**src/logic/core_pkg.sv**
```systemverilog
`default_nettype none

package core_pkg;

  localparam int xlen = 32;
  localparam int reg_addr_w = 5;

  // Major opcodes of the supported RV32I subset
  localparam logic [6:0] op_lui = 7'b0110111;
  localparam logic [6:0] op_auipc = 7'b0010111;
  localparam logic [6:0] op_jal = 7'b1101111;
  localparam logic [6:0] op_jalr = 7'b1100111;
  localparam logic [6:0] op_branch = 7'b1100011;
  localparam logic [6:0] op_imm = 7'b0010011;
  localparam logic [6:0] op_reg = 7'b0110011;
  localparam logic [6:0] op_system = 7'b1110011;

  // Whole encodings of the two system instructions
  localparam logic [xlen-1:0] instr_ecall = 32'h00000073;
  localparam logic [xlen-1:0] instr_ebreak = 32'h00100073;

  typedef enum logic [3:0] {
    alu_add,
    alu_sub,
    alu_sll,
    alu_slt,
    alu_sltu,
    alu_xor,
    alu_srl,
    alu_sra,
    alu_or,
    alu_and,
    alu_pass_b // Only LUI uses this
  } alu_op_t;

  // Encoded as funct3 of the branch instructions
  typedef enum logic [2:0] {
    bcu_beq = 3'b000,
    bcu_bne = 3'b001,
    bcu_blt = 3'b100,
    bcu_bge = 3'b101,
    bcu_bltu = 3'b110,
    bcu_bgeu = 3'b111
  } bcu_op_t;

  // Machine cause codes from the privileged spec
  typedef enum logic [3:0] {
    except_illegal_instruction = 4'd2,
    except_breakpoint = 4'd3,
    except_env_call_mach = 4'd11
  } ecause_t;

endpackage

`default_nettype wire

```
**src/logic/core_top.sv**
```systemverilog
`default_nettype none
`timescale 1ns/1ps

module core_top #(
  parameter int num_regs = 32
) (
  input logic clk,
  input logic rst,
  input logic issue_valid,
  input logic [core_pkg::xlen-1:0] issue_instr,
  input logic [core_pkg::xlen-1:0] issue_pc,
  output logic retire_valid,
  output logic [core_pkg::xlen-1:0] retire_pc,
  output logic rd_wren,
  output logic [core_pkg::reg_addr_w-1:0] rd_addr,
  output logic [core_pkg::xlen-1:0] rd_data,
  output logic jump,
  output logic [core_pkg::xlen-1:0] jump_target,
  output logic exception,
  output core_pkg::ecause_t ecause
);

  import core_pkg::*;

  // Decoder outputs
  logic [xlen-1:0] instr;
  logic [xlen-1:0] imm;
  alu_op_t alu_op;
  bcu_op_t bcu_op;
  logic wren, rden1, rden2, use_imm, auipc, lui;
  logic jal, jalr, branch, ecall, ebreak, legal;

  logic [reg_addr_w-1:0] raddr1, raddr2;
  logic [xlen-1:0] rdata1, rdata2;

  logic ex_fwd_wren;
  logic [reg_addr_w-1:0] ex_fwd_addr;
  logic [xlen-1:0] ex_fwd_data;

  // Decode register
  logic d_valid, d_wren, d_use_imm, d_auipc, d_jal, d_jalr, d_branch, d_exception;
  logic [xlen-1:0] d_pc, d_imm, d_rs1_data, d_rs2_data;
  logic [reg_addr_w-1:0] d_waddr;
  alu_op_t d_alu_op;
  bcu_op_t d_bcu_op;
  ecause_t d_ecause;

  // Execute register
  logic e_valid, e_wren, e_jump, e_exception;
  logic [xlen-1:0] e_pc, e_wdata, e_target;
  logic [reg_addr_w-1:0] e_waddr;
  ecause_t e_ecause;

  instr_decoder i_instr_decoder (.*);

  reg_file #(
    .num_regs(num_regs)
  ) i_reg_file (
    .*,
    .wren(rd_wren), // Retire stage owns the write port
    .waddr(rd_addr),
    .wdata(rd_data)
  );

  decode_stage i_decode_stage (
    .*,
    .squash(e_jump),
    .mem_fwd_wren(e_wren),
    .mem_fwd_addr(e_waddr),
    .mem_fwd_data(e_wdata),
    .q_valid(d_valid),
    .q_pc(d_pc),
    .q_imm(d_imm),
    .q_rs1_data(d_rs1_data),
    .q_rs2_data(d_rs2_data),
    .q_waddr(d_waddr),
    .q_alu_op(d_alu_op),
    .q_bcu_op(d_bcu_op),
    .q_wren(d_wren),
    .q_use_imm(d_use_imm),
    .q_auipc(d_auipc),
    .q_jal(d_jal),
    .q_jalr(d_jalr),
    .q_branch(d_branch),
    .q_exception(d_exception),
    .q_ecause(d_ecause)
  );

  execute_stage i_execute_stage (
    .*,
    .q_valid(e_valid),
    .q_pc(e_pc),
    .q_wren(e_wren),
    .q_waddr(e_waddr),
    .q_wdata(e_wdata),
    .q_jump(e_jump),
    .q_target(e_target),
    .q_exception(e_exception),
    .q_ecause(e_ecause)
  );

  result_stage i_result_stage (.*);

endmodule

`default_nettype wire

```
**src/logic/decode_stage.sv**
```systemverilog
`default_nettype none
`timescale 1ns/1ps

module decode_stage (
  input logic clk,
  input logic rst,
  input logic issue_valid,
  input logic [core_pkg::xlen-1:0] issue_instr,
  input logic [core_pkg::xlen-1:0] issue_pc,
  input logic squash,
  output logic [core_pkg::xlen-1:0] instr,
  input logic [core_pkg::xlen-1:0] imm,
  input core_pkg::alu_op_t alu_op,
  input core_pkg::bcu_op_t bcu_op,
  input logic wren,
  input logic rden1,
  input logic rden2,
  input logic use_imm,
  input logic auipc,
  input logic lui,
  input logic jal,
  input logic jalr,
  input logic branch,
  input logic ecall,
  input logic ebreak,
  input logic legal,
  output logic [core_pkg::reg_addr_w-1:0] raddr1,
  output logic [core_pkg::reg_addr_w-1:0] raddr2,
  input logic [core_pkg::xlen-1:0] rdata1,
  input logic [core_pkg::xlen-1:0] rdata2,
  input logic ex_fwd_wren,
  input logic [core_pkg::reg_addr_w-1:0] ex_fwd_addr,
  input logic [core_pkg::xlen-1:0] ex_fwd_data,
  input logic mem_fwd_wren,
  input logic [core_pkg::reg_addr_w-1:0] mem_fwd_addr,
  input logic [core_pkg::xlen-1:0] mem_fwd_data,
  output logic q_valid,
  output logic [core_pkg::xlen-1:0] q_pc,
  output logic [core_pkg::xlen-1:0] q_imm,
  output logic [core_pkg::xlen-1:0] q_rs1_data,
  output logic [core_pkg::xlen-1:0] q_rs2_data,
  output logic [core_pkg::reg_addr_w-1:0] q_waddr,
  output core_pkg::alu_op_t q_alu_op,
  output core_pkg::bcu_op_t q_bcu_op,
  output logic q_wren,
  output logic q_use_imm,
  output logic q_auipc,
  output logic q_jal,
  output logic q_jalr,
  output logic q_branch,
  output logic q_exception,
  output core_pkg::ecause_t q_ecause
);

  import core_pkg::*;

  logic capture;
  logic exception;
  ecause_t ecause;
  logic [xlen-1:0] rs1_data;
  logic [xlen-1:0] rs2_data;

  // The younger producer wins when both later stages write the same register
  function automatic logic [xlen-1:0] operand(input logic rden,
                                             input logic [reg_addr_w-1:0] addr,
                                             input logic [xlen-1:0] rdata);
    logic [xlen-1:0] value;
    if (!rden || addr == '0) begin
      value = '0;
    end else if (ex_fwd_wren && ex_fwd_addr == addr) begin
      value = ex_fwd_data;
    end else if (mem_fwd_wren && mem_fwd_addr == addr) begin
      value = mem_fwd_data;
    end else begin
      value = rdata;
    end
    return value;
  endfunction

  assign instr = issue_instr;
  assign raddr1 = issue_instr[19:15];
  assign raddr2 = issue_instr[24:20];

  always_comb begin
    rs1_data = operand(rden1, raddr1, rdata1);
    rs2_data = operand(rden2, raddr2, rdata2);
  end

  assign capture = issue_valid & ~squash; // Issue slot behind a taken jump is lost

  // Later checks override earlier ones, so ECALL has the highest priority
  always_comb begin
    exception = 1'b0;
    ecause = except_illegal_instruction;
    if (!legal) begin
      exception = 1'b1;
      ecause = except_illegal_instruction;
    end
    if (ebreak) begin
      exception = 1'b1;
      ecause = except_breakpoint;
    end
    if (ecall) begin
      exception = 1'b1;
      ecause = except_env_call_mach;
    end
  end

  always_ff @(posedge clk) begin
    if (!rst) begin
      q_valid <= 1'b0;
      q_wren <= 1'b0;
      q_auipc <= 1'b0;
      q_jal <= 1'b0;
      q_jalr <= 1'b0;
      q_branch <= 1'b0;
      q_exception <= 1'b0;
    end else begin
      q_valid <= capture;
      q_wren <= capture & wren;
      q_auipc <= capture & auipc;
      q_jal <= capture & jal;
      q_jalr <= capture & jalr;
      q_branch <= capture & branch;
      q_exception <= capture & exception;
    end
  end

  always_ff @(posedge clk) begin
    q_pc <= issue_pc;
    q_imm <= imm;
    q_rs1_data <= rs1_data;
    q_rs2_data <= rs2_data;
    q_waddr <= issue_instr[11:7];
    q_alu_op <= alu_op;
    q_bcu_op <= bcu_op;
    q_use_imm <= use_imm | lui; // LUI passes its immediate through the ALU
    q_ecause <= ecause;
  end

endmodule

`default_nettype wire

```
**src/logic/execute_stage.sv**
```systemverilog
`default_nettype none
`timescale 1ns/1ps

module execute_stage (
  input logic clk,
  input logic rst,
  input logic d_valid,
  input logic [core_pkg::xlen-1:0] d_pc,
  input logic [core_pkg::xlen-1:0] d_imm,
  input logic [core_pkg::xlen-1:0] d_rs1_data,
  input logic [core_pkg::xlen-1:0] d_rs2_data,
  input logic [core_pkg::reg_addr_w-1:0] d_waddr,
  input core_pkg::alu_op_t d_alu_op,
  input core_pkg::bcu_op_t d_bcu_op,
  input logic d_wren,
  input logic d_use_imm,
  input logic d_auipc,
  input logic d_jal,
  input logic d_jalr,
  input logic d_branch,
  input logic d_exception,
  input core_pkg::ecause_t d_ecause,
  output logic ex_fwd_wren,
  output logic [core_pkg::reg_addr_w-1:0] ex_fwd_addr,
  output logic [core_pkg::xlen-1:0] ex_fwd_data,
  output logic q_valid,
  output logic [core_pkg::xlen-1:0] q_pc,
  output logic q_wren,
  output logic [core_pkg::reg_addr_w-1:0] q_waddr,
  output logic [core_pkg::xlen-1:0] q_wdata,
  output logic q_jump,
  output logic [core_pkg::xlen-1:0] q_target,
  output logic q_exception,
  output core_pkg::ecause_t q_ecause
);

  import core_pkg::*;

  logic live;
  logic taken;
  logic cond;
  logic [xlen-1:0] op_b;
  logic [4:0] shamt;
  logic [xlen-1:0] alu_out;
  logic [xlen-1:0] result;
  logic [xlen-1:0] target;

  // The instruction right behind a taken jump dies here
  assign live = d_valid & ~q_jump;

  assign op_b = d_use_imm ? d_imm : d_rs2_data;
  assign shamt = op_b[4:0];

  always_comb begin
    case (d_alu_op)
      alu_add: alu_out = d_rs1_data + op_b;
      alu_sub: alu_out = d_rs1_data - op_b;
      alu_sll: alu_out = d_rs1_data << shamt;
      alu_slt: alu_out = {{(xlen-1){1'b0}}, $signed(d_rs1_data) < $signed(op_b)};
      alu_sltu: alu_out = {{(xlen-1){1'b0}}, d_rs1_data < op_b};
      alu_xor: alu_out = d_rs1_data ^ op_b;
      alu_srl: alu_out = d_rs1_data >> shamt;
      alu_sra: alu_out = $signed(d_rs1_data) >>> shamt;
      alu_or: alu_out = d_rs1_data | op_b;
      alu_and: alu_out = d_rs1_data & op_b;
      alu_pass_b: alu_out = op_b;
      default: alu_out = '0;
    endcase
  end

  always_comb begin
    case (d_bcu_op)
      bcu_beq: cond = (d_rs1_data == d_rs2_data);
      bcu_bne: cond = (d_rs1_data != d_rs2_data);
      bcu_blt: cond = ($signed(d_rs1_data) < $signed(d_rs2_data));
      bcu_bge: cond = ($signed(d_rs1_data) >= $signed(d_rs2_data));
      bcu_bltu: cond = (d_rs1_data < d_rs2_data);
      bcu_bgeu: cond = (d_rs1_data >= d_rs2_data);
      default: cond = 1'b0;
    endcase
  end

  always_comb begin
    if (d_jal || d_jalr) begin
      result = d_pc + 32'd4; // Link value
    end else if (d_auipc) begin
      result = d_pc + d_imm;
    end else begin
      result = alu_out;
    end

    if (d_jalr) begin
      target = d_rs1_data + d_imm;
      target[0] = 1'b0;
    end else begin
      target = d_pc + d_imm;
    end
  end

  assign taken = live & (d_jal | d_jalr | (d_branch & cond));

  assign ex_fwd_wren = live & d_wren;
  assign ex_fwd_addr = d_waddr;
  assign ex_fwd_data = result;

  always_ff @(posedge clk) begin
    if (!rst) begin
      q_valid <= 1'b0;
      q_wren <= 1'b0;
      q_jump <= 1'b0;
      q_exception <= 1'b0;
    end else begin
      q_valid <= live;
      q_wren <= live & d_wren;
      q_jump <= taken;
      q_exception <= live & d_exception;
    end
  end

  always_ff @(posedge clk) begin
    q_pc <= d_pc;
    q_waddr <= d_waddr;
    q_wdata <= result;
    q_target <= target;
    q_ecause <= d_ecause;
  end

endmodule

`default_nettype wire

```
**src/logic/instr_decoder.sv**
```systemverilog
`default_nettype none
`timescale 1ns/1ps

module instr_decoder (
  input logic [core_pkg::xlen-1:0] instr,
  output logic [core_pkg::xlen-1:0] imm,
  output core_pkg::alu_op_t alu_op,
  output core_pkg::bcu_op_t bcu_op,
  output logic wren,
  output logic rden1,
  output logic rden2,
  output logic use_imm,
  output logic auipc,
  output logic lui,
  output logic jal,
  output logic jalr,
  output logic branch,
  output logic ecall,
  output logic ebreak,
  output logic legal
);

  import core_pkg::*;

  logic [6:0] opcode;
  logic [2:0] funct3;
  logic [6:0] funct7;
  logic [xlen-1:0] imm_i;
  logic [xlen-1:0] imm_u;
  logic [xlen-1:0] imm_b;
  logic [xlen-1:0] imm_j;

  assign opcode = instr[6:0];
  assign funct3 = instr[14:12];
  assign funct7 = instr[31:25];

  assign imm_i = {{20{instr[31]}}, instr[31:20]};
  assign imm_u = {instr[31:12], 12'b0};
  assign imm_b = {{19{instr[31]}}, instr[31], instr[7], instr[30:25], instr[11:8], 1'b0};
  assign imm_j = {{11{instr[31]}}, instr[31], instr[19:12], instr[20], instr[30:21], 1'b0};

  always_comb begin
    imm = imm_i;
    alu_op = alu_add;
    bcu_op = bcu_beq;
    wren = 1'b0;
    rden1 = 1'b0;
    rden2 = 1'b0;
    use_imm = 1'b0;
    auipc = 1'b0;
    lui = 1'b0;
    jal = 1'b0;
    jalr = 1'b0;
    branch = 1'b0;
    ecall = 1'b0;
    ebreak = 1'b0;
    legal = 1'b1;

    case (opcode)
      op_lui: begin
        imm = imm_u;
        alu_op = alu_pass_b;
        wren = 1'b1;
        lui = 1'b1;
      end
      op_auipc: begin
        imm = imm_u;
        wren = 1'b1;
        auipc = 1'b1;
      end
      op_jal: begin
        imm = imm_j;
        wren = 1'b1;
        jal = 1'b1;
      end
      op_jalr: begin
        wren = 1'b1;
        rden1 = 1'b1;
        jalr = 1'b1;
        legal = (funct3 == 3'b000);
      end
      op_branch: begin
        imm = imm_b;
        rden1 = 1'b1;
        rden2 = 1'b1;
        branch = 1'b1;
        case (funct3)
          3'b000: bcu_op = bcu_beq;
          3'b001: bcu_op = bcu_bne;
          3'b100: bcu_op = bcu_blt;
          3'b101: bcu_op = bcu_bge;
          3'b110: bcu_op = bcu_bltu;
          3'b111: bcu_op = bcu_bgeu;
          default: legal = 1'b0;
        endcase
      end
      op_imm: begin
        wren = 1'b1;
        rden1 = 1'b1;
        use_imm = 1'b1;
        case (funct3)
          3'b000: alu_op = alu_add;
          3'b010: alu_op = alu_slt;
          3'b011: alu_op = alu_sltu;
          3'b100: alu_op = alu_xor;
          3'b110: alu_op = alu_or;
          3'b111: alu_op = alu_and;
          3'b001: begin
            alu_op = alu_sll;
            legal = (funct7 == 7'b0000000);
          end
          default: begin
            alu_op = funct7[5] ? alu_sra : alu_srl;
            legal = ((funct7 & 7'b1011111) == 7'b0000000);
          end
        endcase
      end
      op_reg: begin
        wren = 1'b1;
        rden1 = 1'b1;
        rden2 = 1'b1;
        legal = ((funct7 & 7'b1011111) == 7'b0000000);
        case ({funct7[5], funct3})
          4'b0000: alu_op = alu_add;
          4'b1000: alu_op = alu_sub;
          4'b0001: alu_op = alu_sll;
          4'b0010: alu_op = alu_slt;
          4'b0011: alu_op = alu_sltu;
          4'b0100: alu_op = alu_xor;
          4'b0101: alu_op = alu_srl;
          4'b1101: alu_op = alu_sra;
          4'b0110: alu_op = alu_or;
          4'b0111: alu_op = alu_and;
          default: legal = 1'b0;
        endcase
      end
      op_system: begin
        ecall = (instr == instr_ecall);
        ebreak = (instr == instr_ebreak);
        legal = ecall | ebreak;
      end
      default: legal = 1'b0;
    endcase

    // An illegal word must not touch any state further down
    if (!legal) begin
      wren = 1'b0;
      rden1 = 1'b0;
      rden2 = 1'b0;
      use_imm = 1'b0;
      auipc = 1'b0;
      lui = 1'b0;
      jal = 1'b0;
      jalr = 1'b0;
      branch = 1'b0;
      ecall = 1'b0;
      ebreak = 1'b0;
    end
  end

endmodule

`default_nettype wire

```
**src/logic/reg_file.sv**
```systemverilog
`default_nettype none
`timescale 1ns/1ps

module reg_file #(
  parameter int num_regs = 32
) (
  input logic clk,
  input logic rst,
  input logic [core_pkg::reg_addr_w-1:0] raddr1,
  input logic [core_pkg::reg_addr_w-1:0] raddr2,
  input logic [core_pkg::reg_addr_w-1:0] waddr,
  input logic wren,
  input logic [core_pkg::xlen-1:0] wdata,
  output logic [core_pkg::xlen-1:0] rdata1,
  output logic [core_pkg::xlen-1:0] rdata2
);

  import core_pkg::*;

  logic [xlen-1:0] regs [num_regs];

  // Addresses beyond num_regs read as zero and drop writes (RV32E)
  function automatic logic [xlen-1:0] read_port(input logic [reg_addr_w-1:0] addr);
    logic [xlen-1:0] value;
    if (addr == '0 || int'(addr) >= num_regs) begin
      value = '0;
    end else if (wren && addr == waddr) begin
      value = wdata; // Write-through of the retiring result
    end else begin
      value = regs[addr];
    end
    return value;
  endfunction

  always_comb begin
    rdata1 = read_port(raddr1);
    rdata2 = read_port(raddr2);
  end

  always_ff @(posedge clk) begin
    if (!rst) begin
      for (int i = 0; i < num_regs; i++) begin
        regs[i] <= '0;
      end
    end else if (wren && waddr != '0 && int'(waddr) < num_regs) begin
      regs[waddr] <= wdata;
    end
  end

endmodule

`default_nettype wire

```
**src/logic/result_stage.sv**
```systemverilog
`default_nettype none
`timescale 1ns/1ps

module result_stage (
  input logic clk,
  input logic rst,
  input logic e_valid,
  input logic [core_pkg::xlen-1:0] e_pc,
  input logic e_wren,
  input logic [core_pkg::reg_addr_w-1:0] e_waddr,
  input logic [core_pkg::xlen-1:0] e_wdata,
  input logic e_jump,
  input logic [core_pkg::xlen-1:0] e_target,
  input logic e_exception,
  input core_pkg::ecause_t e_ecause,
  output logic retire_valid,
  output logic [core_pkg::xlen-1:0] retire_pc,
  output logic rd_wren,
  output logic [core_pkg::reg_addr_w-1:0] rd_addr,
  output logic [core_pkg::xlen-1:0] rd_data,
  output logic jump,
  output logic [core_pkg::xlen-1:0] jump_target,
  output logic exception,
  output core_pkg::ecause_t ecause
);

  always_ff @(posedge clk) begin
    if (!rst) begin
      retire_valid <= 1'b0;
      rd_wren <= 1'b0;
      jump <= 1'b0;
      exception <= 1'b0;
    end else begin
      retire_valid <= e_valid;
      rd_wren <= e_valid & e_wren & ~e_exception & (e_waddr != '0);
      jump <= e_valid & e_jump;
      exception <= e_valid & e_exception;
    end
  end

  always_ff @(posedge clk) begin
    retire_pc <= e_pc;
    rd_addr <= e_waddr;
    rd_data <= e_wdata;
    jump_target <= e_target;
    ecause <= e_ecause;
  end

endmodule

`default_nettype wire

```
**config.mk**
```make
export PLATFORM = sky130hd
export DESIGN_NAME = core_top
export DESIGN_NICKNAME = d
export VERILOG_FILES = /design/src/logic/core_pkg.sv /design/src/logic/core_top.sv /design/src/logic/decode_stage.sv /design/src/logic/execute_stage.sv /design/src/logic/instr_decoder.sv /design/src/logic/reg_file.sv /design/src/logic/result_stage.sv
export SDC_FILE = /design/constraint.sdc
export NUM_CORES = 2
export LEC_CHECK = 0
export BUFFER_PORTS_ARGS = -buffer_cell sky130_fd_sc_hd__buf_2
export CAP_MARGIN = 25
export CORE_MARGIN = 2
export CORE_UTILIZATION = 53
export CTS_CLUSTER_DIAMETER = 100
export DETAILED_ROUTE_END_ITERATION = 16
export GPL_ROUTABILITY_DRIVEN = 1
export PLACE_DENSITY = 0.83
export SYNTH_ARGS = -nofsm -noshare
export SYNTH_HDL_FRONTEND = slang
export SYNTH_HIERARCHICAL = 1
export SYNTH_SLANG_ARGS = --single-unit
```
**constraint.sdc**
```tcl
create_clock -name clk -period 4.9 [get_ports clk]
set_clock_uncertainty 0.15 [all_clocks]
set_input_delay 0.49 -clock clk [delete_from_list [all_inputs] [get_ports clk]]
set_output_delay 0.49 -clock clk [all_outputs]
set_load 0.01 [all_outputs]
```
==> flow_metrics.tcl <==
set metrics [dict create \
    grt_pass1_wl_mm 497 \
    rsz0062_at_grt "yes" \
    crit_buf_inv 6 \
    p_leak_nw 35.1 \
    vias_per_cell 7.29 \
    top_layer_used "met5" \
    cts_tree "done" \
    wl_per_cell_um 38.5 \
    fp.coreArea_um2 150000 \
    synthFlopType "edfxtp_1" \
    clock_sinks 1392 \
    place.gp.congestion 1.10 \
    globalRouteOverflowTotal 0 \
    synth_area_per_cell_um2 11.7 \
    slowest_stage "dfxtp_2" \
    io-pin-count 176 \
    antenna_left 0 \
    slew_viol_final 0 \
    routed-via-count 68100 \
    r2r_start "i_decode_stage/q_use_imm" \
    netlist_area_um2 80200 \
    power_density_nw_per_um2 305 \
    wl_met1_mm 110 \
    clk_path_buf_depth 3 \
    cp_cell_sequence "buf_12, buf_12, mux2i_4, ha_1, nor2_1, o211ai_1, a31oi_2, a31oi_1, o31ai_1, buf_4, a41oi_1, buf_4, nand2_1, a211oi_1, o31ai_2, buf_4, a2bb2oi_1, buf_4, o31ai_1, a31oi_1" \
    grt_max_degree 62 \
    clk_latency_ns 0.85 \
    cts_root_buffer "clkbuf_16" \
    worst_ep_required_time_ns 5.41 \
    first_global_vias 66700 \
    min-delay-start "issue_instr[15]" \
    status "finished, final reports clean" \
    final_layout_size_suffix_gt1_share_pct 21.7 \
    area_growth_pct 14.7 \
    yosysTopAreaCell "edfxtp_1" \
    initial_utilization_pct 53.4 \
    crit_type "flip-flop to flip-flop" \
    min-delay-path-class "input port to flip-flop" \
    syn_inst 6852 \
    cts_inserted_buffers 148 \
    cp-end-kind "flip-flop" \
    h-tree-depth 4 \
    ys_top_cells_by_area "edfxtp_1 38%, mux4_2 12%, dfxtp_1 9.2%" \
    synth_cell_types 110 \
    layout.nets 7457 \
    hpwl_mm 246 \
    synth-edff-count 1024 \
    maxSlewHeadroom_pct 14.8 \
    holdWs_ns 0.0300 \
    synth_top_area_share_pct 38.3 \
    die_area_um2 155000 \
    min_period_over_period_pct 97.6 \
    finalSetupViolCount 0 \
    min_period_ns 4.78 \
    dr.pass1.iters 9 \
    synth_seq_cells 1392 \
    dr_wl_met2_mm 153 \
    worst_ep_arrival_time_ns 5.30 \
    wirelength_mm 359 \
    hold_viol 0 \
    grtUsageTotal_pct 45.9 \
    crit_family "compound AO/OA/AOI/OAI gates" \
    seq_area_frac_synth_pct 47.5 \
    io_buffers 175 \
    die_w_um 393 \
    max_stage_delay_ns 0.44 \
    wl_met3_mm 53.0 \
    drtIter0Drc 12100 \
    crit_path_frequent_cell "buf_4" \
    die_height_um 393 \
    cts.clk_slew.worst_paths_ns 0.07 \
    worstSetupStartpoint "i_decode_stage/q_use_imm" \
    postCtsSetupBuffers 0 \
    fmax_ghz 0.209 \
    ir_worst_vdd_mv 0.376 \
    cap_violations 0 \
    crit_path_start_kind "flip-flop" \
    worst_pin_slew_ns 1.27 \
    synth_warnings 6 \
    cp_max_fo 32 \
    final_util_pct 61.3 \
    antenna_found_initial 39 \
    async_reset_ff_share_pct 0 \
    drc 0 \
    core.rowCount 142 \
]
-- worst min-delay path: cells and delay by family --
family / cells / cell delay, ns
and+or+nand+nor: 2 / 0.20
buffers and inverters: 1 / 0.24
-- routing by layer --
| metal | up-vias | track usage (%) |
|---|---|---|
| met5 | - | 0.0957 |
| met4 | 52 | 41.8 |
| met3 | 2224 | 17.1 |
| met2 | 6815 | 68.3 |
| met1 | 32500 | 51.2 |
| li1 | 26500 | - |
-- repair_timing --
action                                 in CTS  in global routing
pin swaps                                   0                  1
hold buffers                               55                  0
gates resized for setup                     2                 10
endpoints found under the hold margin      73                  0
setup endpoints to repair                   2                 14
-- registers in the layout (all words and copies together) (netlist names), 2 cells and up --
signal and cells:
i_result_stage/retire_pc 32, i_decode_stage/q_ecause 2, i_decode_stage/q_waddr 5, i_reg_file/regs 1024, i_result_stage/ecause 4, i_execute_stage/q_target 32
i_execute_stage/q_pc 32, i_result_stage/rd_data 32, i_decode_stage/q_pc 32, i_result_stage/jump_target 32, i_execute_stage/q_waddr 5, i_decode_stage/q_bcu_op 3
i_result_stage/rd_addr 5, i_decode_stage/q_rs1_data 32, i_decode_stage/q_imm 32, i_decode_stage/q_rs2_data 32, i_execute_stage/q_wdata 32, i_decode_stage/q_alu_op 4
i_execute_stage/q_ecause 4
-- final timing paths --
| check | endpoint | slack [ns] | cells after the start |
|---|---|---|---|
| worst max-delay path | i_decode_stage/q_rs1_data[21] | 0.12 | 20 |
| worst min register to register | i_result_stage/jump_target[21] | 0.16 | 0 |
| worst min-delay path | i_decode_stage/q_imm[15] | 0.03 | 3 |
| worst max register to register | i_decode_stage/q_rs1_data[21] | 0.12 | 20 |
-- cell families (layout without fill, tap and decap cells) --
family                   count (synthesis)  count (layout)  share of synthesized area, %
adder cells (fa/ha/maj)                202             202                          3.19
AND/OR/NAND/NOR                       1982            1982                          13.7
multiplexers                           806             806                          16.7
flip-flops                            1392            1392                          47.5
other                                    3              52                        0.0140
XOR/XNOR                               131             131                          1.43
buffers and inverters                  816            1240                          4.49
AO/OA/AOI/OAI                         1520            1520                          13.0
-- stage by stage --
stage               worst slack (ns)  power (mW)  cell area [um^2]  std cells  TNS [ns]
floorplan                      0.305        15.3             80400       6883         0
global placement              -0.111        16.6             86300       8990    -0.185
detailed placement           -0.0786        16.7             86400       8995   -0.0786
CTS                            0.101        27.8             91900       9319         0
global route                 -0.0527        28.5             92000       9325   -0.0604
finish                         0.116        28.1             92000       9341         0
-- where the power goes --
part | internal [mW] | switching (mW)
combinational | 1.21 | 2.08
sequential | 13.1 | 0.321
clock | 6.25 | 5.12
-- cell usage in the layout, fill, tap and decap left out, drive strengths merged, types with 63 or more instances in the layout --
| cell type | count |
|---|---|
| a21oi | 286 |
| a22o | 63 |
| a22oi | 159 |
| a31oi | 112 |
| and2 | 1018 |
| buf | 760 |
| clkbuf | 188 |
| clkinv | 63 |
| dfxtp | 368 |
| edfxtp | 1024 |
| ha | 198 |
| inv | 161 |
| mux2i | 369 |
| mux4 | 419 |
| nand2 | 340 |
| nor2 | 238 |
| o21ai | 282 |
| o221ai | 65 |
| o31ai | 86 |
| or3 | 71 |
| xnor2 | 88 |
-- cells in the mapped netlist (47+ instances only) --
| cell | number |
|---|---|
| nor2_1 | 237 |
| nand2_1 | 340 |
| a31oi_1 | 111 |
| ha_1 | 198 |
| buf_2 | 112 |
| o31ai_1 | 86 |
| inv_1 | 151 |
| buf_4 | 77 |
| mux4_2 | 415 |
| a21o_1 | 52 |
| o211ai_1 | 47 |
| clkbuf_1 | 418 |
| xnor2_1 | 88 |
| a21oi_1 | 283 |
| mux2i_1 | 363 |
| nor3_1 | 59 |
| nand3_1 | 57 |
| a22oi_1 | 158 |
| a22o_1 | 63 |
| o21ai_0 | 272 |
| o22ai_1 | 61 |
| and2_1 | 1015 |
| edfxtp_1 | 1024 |
| or3_1 | 70 |
| o221ai_1 | 65 |
| dfxtp_1 | 368 |
-- cell type report --
cell class,instances,area [um^2]
fillers,11200,58100
multi-input cells,4675,39200
repair buffers,815,6640
flip-flops and latches,1392,38100
diodes,18,45.0
clock inverters,81,931
clock buffers,188,3960
well taps,2016,2520
inverters,156,588
Note: power is estimated with default switching activity, not from simulation.
